## src/periph_pkg.sv

```systemverilog
package periph_pkg;

    // uart register offsets
    localparam logic [0:0] uart_tx_off   = 1'b0;  // write starts a frame
    localparam logic [0:0] uart_stat_off = 1'b1;  // bit 0 busy

    // uart timing
    localparam int uart_clks_per_bit = 16;
    localparam int uart_cnt_w        = 4;
    localparam logic [uart_cnt_w-1:0] uart_cnt_last =
        uart_cnt_w'(uart_clks_per_bit - 1);

    localparam int uart_data_bits = 8;
    localparam int uart_idx_w     = 3;
    localparam logic [uart_idx_w-1:0] uart_bit_last =
        uart_idx_w'(uart_data_bits - 1);

    // uart tx fsm encoding
    localparam logic [1:0] uart_st_idle  = 2'd0;
    localparam logic [1:0] uart_st_start = 2'd1;
    localparam logic [1:0] uart_st_data  = 2'd2;
    localparam logic [1:0] uart_st_stop  = 2'd3;

    // irq latch bits
    localparam int irq_button_bit = 0;
    localparam int irq_uart_bit   = 1;

    // display
    localparam int hex_reg_cnt = 3;

    // reset values
    localparam logic [7:0] led_reset = 8'h00;
    localparam logic [7:0] hex_reset = 8'h00;

endpackage

```

## src/bus_map_pkg.sv

```systemverilog
package bus_map_pkg;

    // cpu bus
    localparam int addr_w = 16;
    localparam int data_w = 8;

    // region widths in address bits
    localparam int rom_depth   = 64;
    localparam int rom_addr_w  = $clog2(rom_depth);
    localparam int ram_addr_w  = 8;
    localparam int io_page_w   = 4;    // 16 byte i/o page
    localparam int hex_addr_w  = 2;
    localparam int uart_addr_w = 1;

    // ram window
    localparam logic [addr_w-1:0] ram_base = 16'h0000;
    localparam logic [addr_w-1:0] ram_last = 16'h00FF;

    // i/o page layout
    localparam logic [addr_w-1:0] io_base       = 16'h7FF0;
    localparam logic [addr_w-1:0] hex_base      = 16'h7FF0;  // bytes 0..2 used
    localparam logic [addr_w-1:0] uart_base     = 16'h7FF4;
    localparam logic [addr_w-1:0] irq_addr      = 16'h7FF6;
    localparam logic [addr_w-1:0] board_io_addr = 16'h7FF7;

    // rom aliased over the whole upper half
    localparam logic [addr_w-1:0] rom_base = 16'h8000;

    localparam logic [data_w-1:0] unmapped_data = 8'hFF;

endpackage
```

## src/super6502_top.sv

```systemverilog
`timescale 1ns/1ps

module super6502_top (
    input  logic                           clk,
    input  logic                           rst,
    input  logic [bus_map_pkg::addr_w-1:0] cpu_addr,
    input  logic                           cpu_rwb,
    input  logic [bus_map_pkg::data_w-1:0] cpu_data_in,
    input  logic                           button,
    input  logic [7:0]                     sw,
    output logic [bus_map_pkg::data_w-1:0] cpu_data_out,
    output logic                           cpu_irqb,
    output logic [6:0]                     hex0,
    output logic [6:0]                     hex1,
    output logic [6:0]                     hex2,
    output logic [6:0]                     hex3,
    output logic [6:0]                     hex4,
    output logic [6:0]                     hex5,
    output logic [7:0]                     led,
    output logic                           uart_txd
);

    logic       we;
    logic       ram_cs, rom_cs, hex_cs, uart_cs, irq_cs, board_io_cs;
    logic [7:0] ram_rdata, rom_rdata, uart_rdata, irq_rdata, board_io_rdata;
    logic       uart_done;

    assign we = ~cpu_rwb;

    addr_decode addr_decode_i (
        .addr        (cpu_addr),
        .ram_cs      (ram_cs),
        .rom_cs      (rom_cs),
        .hex_cs      (hex_cs),
        .uart_cs     (uart_cs),
        .irq_cs      (irq_cs),
        .board_io_cs (board_io_cs)
    );

    boot_rom boot_rom_i (
        .addr (cpu_addr[bus_map_pkg::rom_addr_w-1:0]),
        .data (rom_rdata)
    );

    data_ram data_ram_i (
        .clk   (clk),
        .cs    (ram_cs),
        .we    (we),
        .addr  (cpu_addr[bus_map_pkg::ram_addr_w-1:0]),
        .wdata (cpu_data_in),
        .rdata (ram_rdata)
    );

    seven_seg seven_seg_i (
        .clk   (clk),
        .rst   (rst),
        .cs    (hex_cs),
        .we    (we),
        .addr  (cpu_addr[bus_map_pkg::hex_addr_w-1:0]),
        .wdata (cpu_data_in),
        .hex0  (hex0),
        .hex1  (hex1),
        .hex2  (hex2),
        .hex3  (hex3),
        .hex4  (hex4),
        .hex5  (hex5)
    );

    board_io board_io_i (
        .clk   (clk),
        .rst   (rst),
        .cs    (board_io_cs),
        .we    (we),
        .wdata (cpu_data_in),
        .sw    (sw),
        .rdata (board_io_rdata),
        .led   (led)
    );

    uart_tx_fsm uart_tx_fsm_i (
        .clk     (clk),
        .rst     (rst),
        .cs      (uart_cs),
        .we      (we),
        .addr    (cpu_addr[bus_map_pkg::uart_addr_w-1:0]),
        .wdata   (cpu_data_in),
        .rdata   (uart_rdata),
        .txd     (uart_txd),
        .tx_done (uart_done)
    );

    irq_ctrl irq_ctrl_i (
        .clk       (clk),
        .rst       (rst),
        .cs        (irq_cs),
        .we        (we),
        .wdata     (cpu_data_in),
        .button    (button),
        .uart_done (uart_done),
        .rdata     (irq_rdata),
        .irqb      (cpu_irqb)
    );

    // display is write only, so its page reads as unmapped
    always_comb begin
        if (ram_cs)
            cpu_data_out = ram_rdata;
        else if (rom_cs)
            cpu_data_out = rom_rdata;
        else if (uart_cs)
            cpu_data_out = uart_rdata;
        else if (irq_cs)
            cpu_data_out = irq_rdata;
        else if (board_io_cs)
            cpu_data_out = board_io_rdata;
        else
            cpu_data_out = bus_map_pkg::unmapped_data;
    end

endmodule

```

## src/irq_ctrl.sv

```systemverilog
`timescale 1ns/1ps

module irq_ctrl (
    input  logic       clk,
    input  logic       rst,
    input  logic       cs,
    input  logic       we,
    input  logic [7:0] wdata,
    input  logic       button,
    input  logic       uart_done,
    output logic [7:0] rdata,
    output logic       irqb
);

    logic [7:0] irq_reg;

    always_ff @(posedge clk) begin
        if (rst) begin
            irq_reg <= '0;
        end else if (cs && we) begin
            irq_reg <= irq_reg & wdata;  // clear wins over set
        end else begin
            if (!button) irq_reg[periph_pkg::irq_button_bit] <= 1'b1;
            if (uart_done) irq_reg[periph_pkg::irq_uart_bit] <= 1'b1;
        end
    end

    assign rdata = irq_reg;
    assign irqb  = ~|irq_reg;

endmodule

```

## src/uart_tx_fsm.sv

```systemverilog
`timescale 1ns/1ps

module uart_tx_fsm (
    input  logic       clk,
    input  logic       rst,
    input  logic       cs,
    input  logic       we,
    input  logic [0:0] addr,
    input  logic [7:0] wdata,
    output logic [7:0] rdata,
    output logic       txd,
    output logic       tx_done
);

    logic [1:0]                        state;
    logic [periph_pkg::uart_idx_w-1:0] bit_idx;
    logic [7:0]                        tx_shift;
    logic                              busy;
    logic                              baud_en;
    logic                              bit_tick;
    logic                              start_wr;

    assign busy     = state != periph_pkg::uart_st_idle;
    assign baud_en  = busy;
    assign start_wr = cs && we && (addr == periph_pkg::uart_tx_off) && !busy;  // drop when busy

    baud_timer baud_timer_i (
        .clk  (clk),
        .rst  (rst),
        .en   (baud_en),
        .tick (bit_tick)
    );

    always_ff @(posedge clk) begin
        if (rst) begin
            state   <= periph_pkg::uart_st_idle;
            bit_idx <= '0;
        end else begin
            case (state)
                periph_pkg::uart_st_idle: begin
                    if (start_wr) state <= periph_pkg::uart_st_start;
                end
                periph_pkg::uart_st_start: begin
                    if (bit_tick) begin
                        state   <= periph_pkg::uart_st_data;
                        bit_idx <= '0;
                    end
                end
                periph_pkg::uart_st_data: begin
                    if (bit_tick) begin
                        if (bit_idx == periph_pkg::uart_bit_last) begin
                            state <= periph_pkg::uart_st_stop;
                        end
                        bit_idx <= bit_idx + 1'b1;
                    end
                end
                default: begin
                    if (bit_tick) state <= periph_pkg::uart_st_idle;  // end of stop bit
                end
            endcase
        end
    end

    always_ff @(posedge clk) begin
        if (start_wr) begin
            tx_shift <= wdata;
        end else if (state == periph_pkg::uart_st_data && bit_tick) begin
            tx_shift <= {1'b0, tx_shift[7:1]};  // lsb first
        end
    end

    always_comb begin
        case (state)
            periph_pkg::uart_st_start: txd = 1'b0;
            periph_pkg::uart_st_data:  txd = tx_shift[0];
            default:                   txd = 1'b1;  // idle and stop
        endcase
    end

    assign tx_done = (state == periph_pkg::uart_st_stop) && bit_tick;
    assign rdata   = (addr == periph_pkg::uart_stat_off) ? {7'b0, busy} : 8'h00;

endmodule

```

## src/baud_timer.sv

```systemverilog
`timescale 1ns/1ps

module baud_timer (
    input  logic clk,
    input  logic rst,
    input  logic en,
    output logic tick
);

    logic [periph_pkg::uart_cnt_w-1:0] cnt;

    always_ff @(posedge clk) begin
        if (rst || !en) begin
            cnt <= '0;  // restart phase on every enable
        end else if (cnt == periph_pkg::uart_cnt_last) begin
            cnt <= '0;
        end else begin
            cnt <= cnt + 1'b1;
        end
    end

    // last cycle of each bit period
    assign tick = en && (cnt == periph_pkg::uart_cnt_last);

endmodule

```

## src/board_io.sv

```systemverilog
`timescale 1ns/1ps

module board_io (
    input  logic       clk,
    input  logic       rst,
    input  logic       cs,
    input  logic       we,
    input  logic [7:0] wdata,
    input  logic [7:0] sw,
    output logic [7:0] rdata,
    output logic [7:0] led
);

    always_ff @(posedge clk) begin
        if (rst) begin
            led <= periph_pkg::led_reset;
        end else if (cs && we) begin
            led <= wdata;
        end
    end

    // switches read straight through
    assign rdata = sw;

endmodule

```

## src/seven_seg.sv

```systemverilog
`timescale 1ns/1ps

module seven_seg (
    input  logic       clk,
    input  logic       rst,
    input  logic       cs,
    input  logic       we,
    input  logic [1:0] addr,
    input  logic [7:0] wdata,
    output logic [6:0] hex0,
    output logic [6:0] hex1,
    output logic [6:0] hex2,
    output logic [6:0] hex3,
    output logic [6:0] hex4,
    output logic [6:0] hex5
);

    logic [7:0] disp_byte [periph_pkg::hex_reg_cnt];

    // segment a in bit 0, g in bit 6, active low
    function automatic logic [6:0] seg_decode(input logic [3:0] nib);
        logic [6:0] on;
        case (nib)
            4'h0: on = 7'h3F;
            4'h1: on = 7'h06;
            4'h2: on = 7'h5B;
            4'h3: on = 7'h4F;
            4'h4: on = 7'h66;
            4'h5: on = 7'h6D;
            4'h6: on = 7'h7D;
            4'h7: on = 7'h07;
            4'h8: on = 7'h7F;
            4'h9: on = 7'h6F;
            4'hA: on = 7'h77;
            4'hB: on = 7'h7C;
            4'hC: on = 7'h39;
            4'hD: on = 7'h5E;
            4'hE: on = 7'h79;
            default: on = 7'h71;
        endcase
        return ~on;
    endfunction

    always_ff @(posedge clk) begin
        if (rst) begin
            for (int i = 0; i < periph_pkg::hex_reg_cnt; i++) begin
                disp_byte[i] <= periph_pkg::hex_reset;
            end
        end else if (cs && we && addr < periph_pkg::hex_reg_cnt) begin
            disp_byte[addr] <= wdata;  // offset 3 has no register
        end
    end

    assign hex0 = seg_decode(disp_byte[0][3:0]);
    assign hex1 = seg_decode(disp_byte[0][7:4]);
    assign hex2 = seg_decode(disp_byte[1][3:0]);
    assign hex3 = seg_decode(disp_byte[1][7:4]);
    assign hex4 = seg_decode(disp_byte[2][3:0]);
    assign hex5 = seg_decode(disp_byte[2][7:4]);

endmodule

```

## src/data_ram.sv

```systemverilog
`timescale 1ns/1ps

module data_ram (
    input  logic                               clk,
    input  logic                               cs,
    input  logic                               we,
    input  logic [bus_map_pkg::ram_addr_w-1:0] addr,
    input  logic [bus_map_pkg::data_w-1:0]     wdata,
    output logic [bus_map_pkg::data_w-1:0]     rdata
);

    logic [bus_map_pkg::data_w-1:0] mem [2**bus_map_pkg::ram_addr_w];

    always_ff @(posedge clk) begin
        if (cs && we) begin
            mem[addr] <= wdata;
        end
    end

    assign rdata = mem[addr];  // async read, same cycle as address

endmodule

```

## src/boot_rom.sv

```systemverilog
`timescale 1ns/1ps

module boot_rom (
    input  logic [bus_map_pkg::rom_addr_w-1:0] addr,
    output logic [bus_map_pkg::data_w-1:0]     data
);

    always_comb begin
        case (addr)
            6'h00: data = 8'hA2;    // ldx #$ff
            6'h01: data = 8'hFF;
            6'h02: data = 8'h9A;    // txs
            6'h03: data = 8'h58;    // cli
            6'h04: data = 8'hA9;    // lda #'H'
            6'h05: data = 8'h48;
            6'h06: data = 8'h8D;    // sta uart tx
            6'h07: data = 8'hF4;
            6'h08: data = 8'h7F;
            6'h09: data = 8'hAD;    // lda uart status
            6'h0A: data = 8'hF5;
            6'h0B: data = 8'h7F;
            6'h0C: data = 8'hD0;    // bne, wait for idle
            6'h0D: data = 8'hFB;
            6'h0E: data = 8'hAD;    // lda switches
            6'h0F: data = 8'hF7;
            6'h10: data = 8'h7F;
            6'h11: data = 8'h8D;    // sta leds
            6'h12: data = 8'hF7;
            6'h13: data = 8'h7F;
            6'h14: data = 8'h8D;    // sta hex byte 0
            6'h15: data = 8'hF0;
            6'h16: data = 8'h7F;
            6'h17: data = 8'h4C;    // jmp $800e
            6'h18: data = 8'h0E;
            6'h19: data = 8'h80;
            6'h30: data = 8'h48;    // irq handler: pha
            6'h31: data = 8'hA9;    // lda #0
            6'h32: data = 8'h00;
            6'h33: data = 8'h8D;    // sta irq latch, clears all
            6'h34: data = 8'hF6;
            6'h35: data = 8'h7F;
            6'h36: data = 8'h68;    // pla
            6'h37: data = 8'h40;    // rti
            6'h3A: data = 8'h30;    // nmi vector
            6'h3B: data = 8'h80;
            6'h3C: data = 8'h00;    // reset vector $8000
            6'h3D: data = 8'h80;
            6'h3E: data = 8'h30;    // irq vector $8030
            6'h3F: data = 8'h80;
            default: data = 8'hEA;  // nop fill
        endcase
    end

endmodule

```

## src/addr_decode.sv

```systemverilog
`timescale 1ns/1ps

module addr_decode (
    input  logic [bus_map_pkg::addr_w-1:0] addr,
    output logic                           ram_cs,
    output logic                           rom_cs,
    output logic                           hex_cs,
    output logic                           uart_cs,
    output logic                           irq_cs,
    output logic                           board_io_cs
);

    logic io_page;

    // upper 12 bits select the i/o page
    assign io_page = addr[bus_map_pkg::addr_w-1:bus_map_pkg::io_page_w] ==
                     bus_map_pkg::io_base[bus_map_pkg::addr_w-1:bus_map_pkg::io_page_w];

    assign ram_cs = (addr >= bus_map_pkg::ram_base) && (addr <= bus_map_pkg::ram_last);
    assign rom_cs = addr >= bus_map_pkg::rom_base;  // any address with bit 15 set

    assign hex_cs = io_page &&
        addr[bus_map_pkg::io_page_w-1:bus_map_pkg::hex_addr_w] ==
        bus_map_pkg::hex_base[bus_map_pkg::io_page_w-1:bus_map_pkg::hex_addr_w];

    assign uart_cs = io_page &&
        addr[bus_map_pkg::io_page_w-1:bus_map_pkg::uart_addr_w] ==
        bus_map_pkg::uart_base[bus_map_pkg::io_page_w-1:bus_map_pkg::uart_addr_w];

    assign irq_cs      = addr == bus_map_pkg::irq_addr;
    assign board_io_cs = addr == bus_map_pkg::board_io_addr;

endmodule

```

## config.mk

```make
export PLATFORM = sky130hd
export DESIGN_NAME = super6502_top
export DESIGN_NICKNAME = d
export VERILOG_FILES = /design/src/periph_pkg.sv /design/src/bus_map_pkg.sv /design/src/super6502_top.sv /design/src/irq_ctrl.sv /design/src/uart_tx_fsm.sv /design/src/baud_timer.sv /design/src/board_io.sv /design/src/seven_seg.sv /design/src/data_ram.sv /design/src/boot_rom.sv /design/src/addr_decode.sv
export SDC_FILE = /design/constraint.sdc
export NUM_CORES = 2
export LEC_CHECK = 0
export BUFFER_PORTS_ARGS = -buffer_cell sky130_fd_sc_hd__buf_4
export CAP_MARGIN = 0
export CORE_MARGIN = 10
export CORE_UTILIZATION = 40
export DETAILED_ROUTE_END_ITERATION = 8
export SYNTH_ARGS = -nofsm -noshare
export SYNTH_HDL_FRONTEND = slang
export SYNTH_SLANG_ARGS = --single-unit
export TNS_END_PERCENT = 20
```

## constraint.sdc

```tcl
create_clock -name clk -period 6 [get_ports clk]
set_input_delay 0 -clock clk [delete_from_list [all_inputs] [get_ports clk]]
set_output_delay 0 -clock clk [all_outputs]
set_load 0.02 [all_outputs]
```

Word-level counts from Yosys, hierarchy flattened:

Memories as Yosys holds them, arrays and structs flattened.
Cells that the tools add are included.
W data, S select, Z words.

* add/sub/neg operators: 2
* reductions and logical operators: 29
* magnitude comparators: 4
* muxes and demuxes: 31
* equality and inequality tests: 14
* bitwise gates (word level): 9

Operators with widths (count)
* $mux W8: 8
* $not A7 Y7: 6
* $eq A16 B15 Y1 const B: 2
* $ge A16 B1 Y1 const B: 1
* $ge A16 B16 Y1 const B: 1
* $le A16 B8 Y1 const B: 1
* $reduce_or A8 Y1: 2
* $logic_and A1 B1 Y1: 14
* $mux W2: 7
* $eq A12 B11 Y1 const B: 1
* $mux W1: 11
* $ne A2 B1 Y1 const B: 5
* $reduce_bool A2 Y1: 5
* $and A8 B8 Y8: 1
* $mux W3: 2
* $pmux W2 S3: 1
* $pmux W3 S2: 1
* $reduce_and A5 Y1: 1
* $add A4 B1 Y4 const B: 1
* $eq A2 B2 Y1 const B: 2
* $eq A4 B4 Y1 const B: 1
* $logic_not A2 Y1: 2
* $add A3 B1 Y3 const B: 1
* $eq A3 B2 Y1 const B: 1
* other kinds (9): 11

* word-level logic and storage cells: 106
* flip-flop bits (word level): 33
* input bits: 36
* bits in read-only memories: 1184
* RAM bits: 2072
* memories: 9

Memories
* data_ram_i.mem: depth 256, width 8, rd ports 1, clocked after Yosys merged registers in 0, wr ports 1, RTL line data_ram.sv:12 `logic [bus_map_pkg::data_w-1:0] mem [2**bus_map_pkg::ram_addr_w];`
* (no name shown): depth 64, width 8, rd ports 1, clocked after Yosys merged registers in 0, wr ports 0, RTL line boot_rom.sv:9 `case (addr)`
* (no name shown): depth 16, width 7, rd ports 1, clocked after Yosys merged registers in 0, wr ports 0, RTL line seven_seg.sv:23 `case (nib)`
* (no name shown): depth 16, width 7, rd ports 1, clocked after Yosys merged registers in 0, wr ports 0, RTL line seven_seg.sv:23
* (no name shown): depth 16, width 7, rd ports 1, clocked after Yosys merged registers in 0, wr ports 0, RTL line seven_seg.sv:23
* (no name shown): depth 16, width 7, rd ports 1, clocked after Yosys merged registers in 0, wr ports 0, RTL line seven_seg.sv:23
* 3 more memories

Longest topological paths before layout:

* depth in word-level cells: 9
* gate-level depth with buffers: 14
* mapped depth without buffers: 9

Modules after synthesis:

Synthesis repeated with hierarchy kept, for this count alone.

* cell total of the unflattened synthesis: 4105
* area, all modules: 83217.3 um2

Modules (own cells, without submodules)
* data_ram: cells an instance 3517, area an instance 78123.7 um2, times used 1
* seven_seg: cells an instance 260, area an instance 2382.3 um2, times used 1
* uart_tx_fsm: cells an instance 66, area an instance 745.7 um2, times used 1
* boot_rom: cells an instance 102, area an instance 656.9 um2, times used 1
* board_io: cells an instance 45, area an instance 426.7 um2, times used 1
* super6502_top: cells an instance 57, area an instance 320.3 um2, times used 1
* irq_ctrl: cells an instance 25, area an instance 291.5 um2, times used 1
* baud_timer: cells an instance 17, area an instance 157.7 um2, times used 1
* addr_decode: cells an instance 16, area an instance 112.6 um2, times used 1

Least setup slack after synthesis:

OpenSTA, ideal clock, no wires.

* path kind: input port to flip-flop
* from: in cpu_addr[15] (netlist name)
* to: mem data_ram_i.mem[134][0] (netlist name) (enable)
* setup time: 395 ps
* stages on the path: 7
* buffers on the path: 2
* data arrival time: 2187 ps
* required time: 5605 ps
* slack: 3418 ps
* cells stage by stage: clkbuf_1 > nor4_1 > nand2_1 > nor2_1 > clkbuf_1 > nand2_1 > nor4_1

* cells in the longest elaborated chain, start to end: 5
* elaborated cells between the ends (all ways): 6

Ends and longest elaborated chain
* from (decl): RTL line super6502_top.sv:6 `input logic [bus_map_pkg::addr_w-1:0] cpu_addr,`
* $ge A16 B1 Y1 / $le A16 B8 Y1 (equally long branches): RTL line addr_decode.sv:19 `assign ram_cs = (addr >= bus_map_pkg::ram_base) && (addr <= bus_map_pkg::ram_last);`
* $logic_and A1 B1 Y1 (*): RTL line addr_decode.sv:19
* $logic_and A1 B1 Y1 (*): RTL line data_ram.sv:15 `if (cs && we) begin`
* $mux W1 (*): RTL line data_ram.sv:15
* $mux W1 (not written as such) (*): RTL line data_ram.sv:16 `mem[addr] <= wdata;`
* to (decl): RTL line data_ram.sv:12

Every way passes the cells marked *; elsewhere a longest branch is shown, timed or not.

Final worst setup path:

* from: in cpu_addr[0] (netlist name)
* to: out cpu_data_out[5] (netlist name)

* cells in the longest elaborated chain, start to end: 6
* elaborated cells between the ends (all ways): 13

Ends and longest elaborated chain
* parallel branches: the longest is 5 deep, another holds $mem_v2 Z256 W8
* $mux W8 (*): RTL line super6502_top.sv:106 `if (ram_cs)`
* to (decl): RTL line super6502_top.sv:11 `output logic [bus_map_pkg::data_w-1:0] cpu_data_out,`

Every way passes the cells marked *.

==> impl_metrics.env <==
export IMPL_place_ws_ns=1.591
export IMPL_critPathCaptureType="primary output"
export IMPL_synth_cell_type_count=75
export IMPL_yosysSeqAreaShare_pct=74.73
export IMPL_ir_worst_vdd_mv=0.3269
export IMPL_p_int_w=0.02373
export IMPL_power_frac_clock_pct=41.4
export IMPL_fmax_ghz=0.2216
export IMPL_seqPwrFrac_pct=53.1
export IMPL_hold_viol=0
export IMPL_path_buf_inv=3
export IMPL_clk_latency_ns=0.85
export IMPL_drt_initial_drc_count=5630
export IMPL_post_cts_buffers=0
export IMPL_ys_ff_latch=2105
export IMPL_drive_gt1_share_pct=22.55
export IMPL_crit_chain="buf_8 -> buf_12 -> mux4_2 -> a221oi_1 -> o41ai_1 -> a31oi_1 -> a41oi_1 -> buf_4"
export IMPL_coreArea_sq_um=209600
export IMPL_syn_to_final_growth_pct=12.46
export IMPL_grt_busiest_layer="met2"
export IMPL_slew_viol_final=0
export IMPL_initial_core_util_pct=40.20
export IMPL_cpMaxStageDelayCell="mux4_2"
export IMPL_synth_area_per_cell_sq_um=19.89
export IMPL_min_path_type="in2reg"
export IMPL_worst_setup_path_start_kind="input port"
export IMPL_final_nets=4473
export IMPL_powerDensity_nw_per_um2=321.7
export IMPL_setup_slack_ns=1.487
export IMPL_grt_max_degree=174
export IMPL_min_period_ns=4.513
export IMPL_port_buffer_count=95
export IMPL_die_w_microns=478.9
export IMPL_finClkSkew_ns=0.003396
export IMPL_syn_num_nets=4317
export IMPL_worst_pin_slew_ns=1.269
export IMPL_critPathTopFamily="compound AO/OA/AOI/OAI gates"
export IMPL_relSlewSlack_pct=15.30
export IMPL_synthArstFlopShare_pct=0
export IMPL_wl_per_cell_microns=32.25
export IMPL_power_switching_w=0.006749
export IMPL_vias=43910
export IMPL_synth_flop_cell="edfxtp_1"
export IMPL_met1_usage_pct=28.64
export IMPL_met3_usage_pct=3.851
export IMPL_finalCritPeriodShare_pct=75.21
export IMPL_core_rowCount=168
export IMPL_root_buffer="clkbuf_16"
export IMPL_ios=96
export IMPL_critPathMaxStageDelay_ns=0.66
export IMPL_ant_nets=0
export IMPL_cp_arrival_ns=4.51
export IMPL_critPathMaxFanout=67
export IMPL_chipHeight_microns=478.9
export IMPL_p_leak_nw=29.62
export IMPL_place_hpwl_microns=145400
export IMPL_vias_per_cell=5.951
export IMPL_path_clk_slew_ns=0.06
export IMPL_hold_buffers=15
export IMPL_synth_edf_count=2080
export IMPL_post_cts_resized=0
export IMPL_drc=0
export IMPL_drt_first_pass_iters=6
export IMPL_tritoncts="built"
export IMPL_clock_path_buffers=3
export IMPL_gr_total_overflow=0
export IMPL_numCtsBuffers=210
export IMPL_syn_inst=4236
export IMPL_combPwrFrac_pct=5.5
export IMPL_clkSinkCount=2105
export IMPL_antenna_found_initial=8
export IMPL_syn_area_sq_um=84250
export IMPL_h_tree_depth=4
export IMPL_met2_usage_pct=30.65
export IMPL_hold_ws_ns=0.1412
export IMPL_grt_usage_pct=20.25
export IMPL_path_class="in2out"
export IMPL_fin_setup_tns_ns=0
export IMPL_grt_setup_unrepaired="no"
export IMPL_place_congestion=0.8683
export IMPL_drt_wl_total_microns=237900
export IMPL_status="finished, final reports clean"
export IMPL_switching_share_pct=22.14
export IMPL_yosysWarnings=0
export IMPL_dieArea_sq_um=229400
export IMPL_setup_viol=0
export IMPL_grt_pass1_vias=43080
export IMPL_cap_violations=0
export IMPL_crit_required_ns=6.00
export IMPL_grt_pass1_wl_microns=336600
-- power groups by stage --
stage,Combinational [W],Sequential (W),Clock (W)
after detailed placement,0.00167,0.0165,0
after global placement,0.00165,0.0165,0
after global routing,0.00175,0.0162,0.0133
after floorplan,0.000903,0.0165,0
final,0.00168,0.0162,0.0126
after CTS,0.00168,0.0162,0.0128
-- final timing paths --
path | to | cells after the start | slack, ns | start
setup / recovery | cpu_data_out[5] | 8 | 1.49 | cpu_addr[0]
hold / removal | board_io_i.led[5]$_SDFFE_PP0P_ | 3 | 0.14 | rst
setup reg to reg | uart_tx_fsm_i.state[0]$_SDFFE_PP0P_ | 8 | 3.47 | uart_tx_fsm_i.state[0]$_SDFFE_PP0P_
hold reg to reg | uart_tx_fsm_i.baud_timer_i.cnt[0]$_SDFF_PP0_ | 1 | 0.46 | uart_tx_fsm_i.baud_timer_i.cnt[0]$_SDFF_PP0_
-- tightest hold or removal path: cells and delay by family --
| kind | cells | cell delay (ns) |
|---|---|---|
| simple gates | 1 | 0.13 |
| buf+inv | 2 | 0.82 |
-- stage by stage --
stage / area, sq um / utilization (%) / std cells / total power (W)
floorplan: 84250 / - / 4236 / 0.01738
global placement: 88050 / 42.01 / 6970 / 0.01814
detailed placement: 88050 / 42.01 / 6970 / 0.01816
CTS: 94750 / 45.21 / 7377 / 0.03063
global route: 94750 / 45.21 / 7377 / 0.03127
finish: 94750 / 45.21 / 7378 / 0.03048
-- synth_stat cells (all sizes together) (11+ instances only) --
cell	n	area (sq um)
o21ai	54	270.3
nor2b	31	193.9
clkbuf	123	461.7
edfxtp	2080	62460
nor2	349	1310
buf	143	1065
ha	45	563.0
mux2	13	146.4
nand2	152	570.6
nand3	64	320.3
mux2i	177	1772
nand4	14	87.58
mux4	499	11270
dfxtp	25	500.5
o22ai	31	193.9
nor4	13	81.33
inv	26	97.59
a21oi	53	265.3
nor3	17	90.09
a31oi	26	162.7
and2	11	68.82
a22oi	64	480.5
and3	34	212.7
o221ai	13	113.9
a22o	14	122.6
nand2b	13	81.33
-- area by class of cell --
type / count / area [sq um]
fill: 17570 / 114800
sequential: 2105 / 62960
multi-input combinational: 1838 / 19760
clock buffer: 263 / 5475
tap: 2805 / 3510
timing repair buffer: 210 / 1862
clock inverter: 129 / 1074
inverter: 27 / 106.4
antenna: 1 / 2.502
-- registers in the layout, indices dropped and copies added (netlist names) --
name                            count
seven_seg_i.disp_byte              24
uart_tx_fsm_i.state                 2
uart_tx_fsm_i.tx_shift              8
uart_tx_fsm_i.bit_idx               3
board_io_i.led                      8
data_ram_i.mem                   2048
uart_tx_fsm_i.baud_timer_i.cnt      4
irq_ctrl_i.rdata                    8
-- logic make-up (layout without fill, tap and decap cells) --
kind of cell | Yosys count | after routing | synth area share (%)
DFF | 2105 | 2105 | 74.73
xor gates and xnor gates | 2 | 2 | 0.02080
adders and majority gates | 45 | 45 | 0.6683
AOI/OAI and AO/OA | 365 | 365 | 3.050
buffers and inverters | 293 | 629 | 1.932
and+or+nand+nor | 737 | 737 | 3.946
muxes | 689 | 689 | 15.65
other | 0 | 1 | 0
-- layout by cell type, fill, tap and decap left out, types with 15 or more instances in the layout --
master            n
nand2_1         152
a21oi_1          53
buf_4           169
o21ai_0          53
clkinv_1         51
inv_1            25
clkbuf_16       211
nand3_1          55
edfxtp_1       2080
a31oi_1          26
mux4_2          491
nor2_1          347
and3_1           34
dfxtp_1          25
clkinv_2         46
ha_1             45
mux2i_1         177
nor2b_1          26
clkbuf_1         52
a22oi_1          64
o22ai_1          31
dlygate4sd3_1    15
-- metal layers --
layer  share of wire [%]  up-vias  routed length [microns]
met5              0.0055        -                       13
met4                 5.0        2                    11920
met3                 8.9      477                    21130
met2                  46     2402                   108700
met1                  40    23270                    96130
li1                    -    17760                        -
No activity file was read; power rests on OpenSTA's default activity.
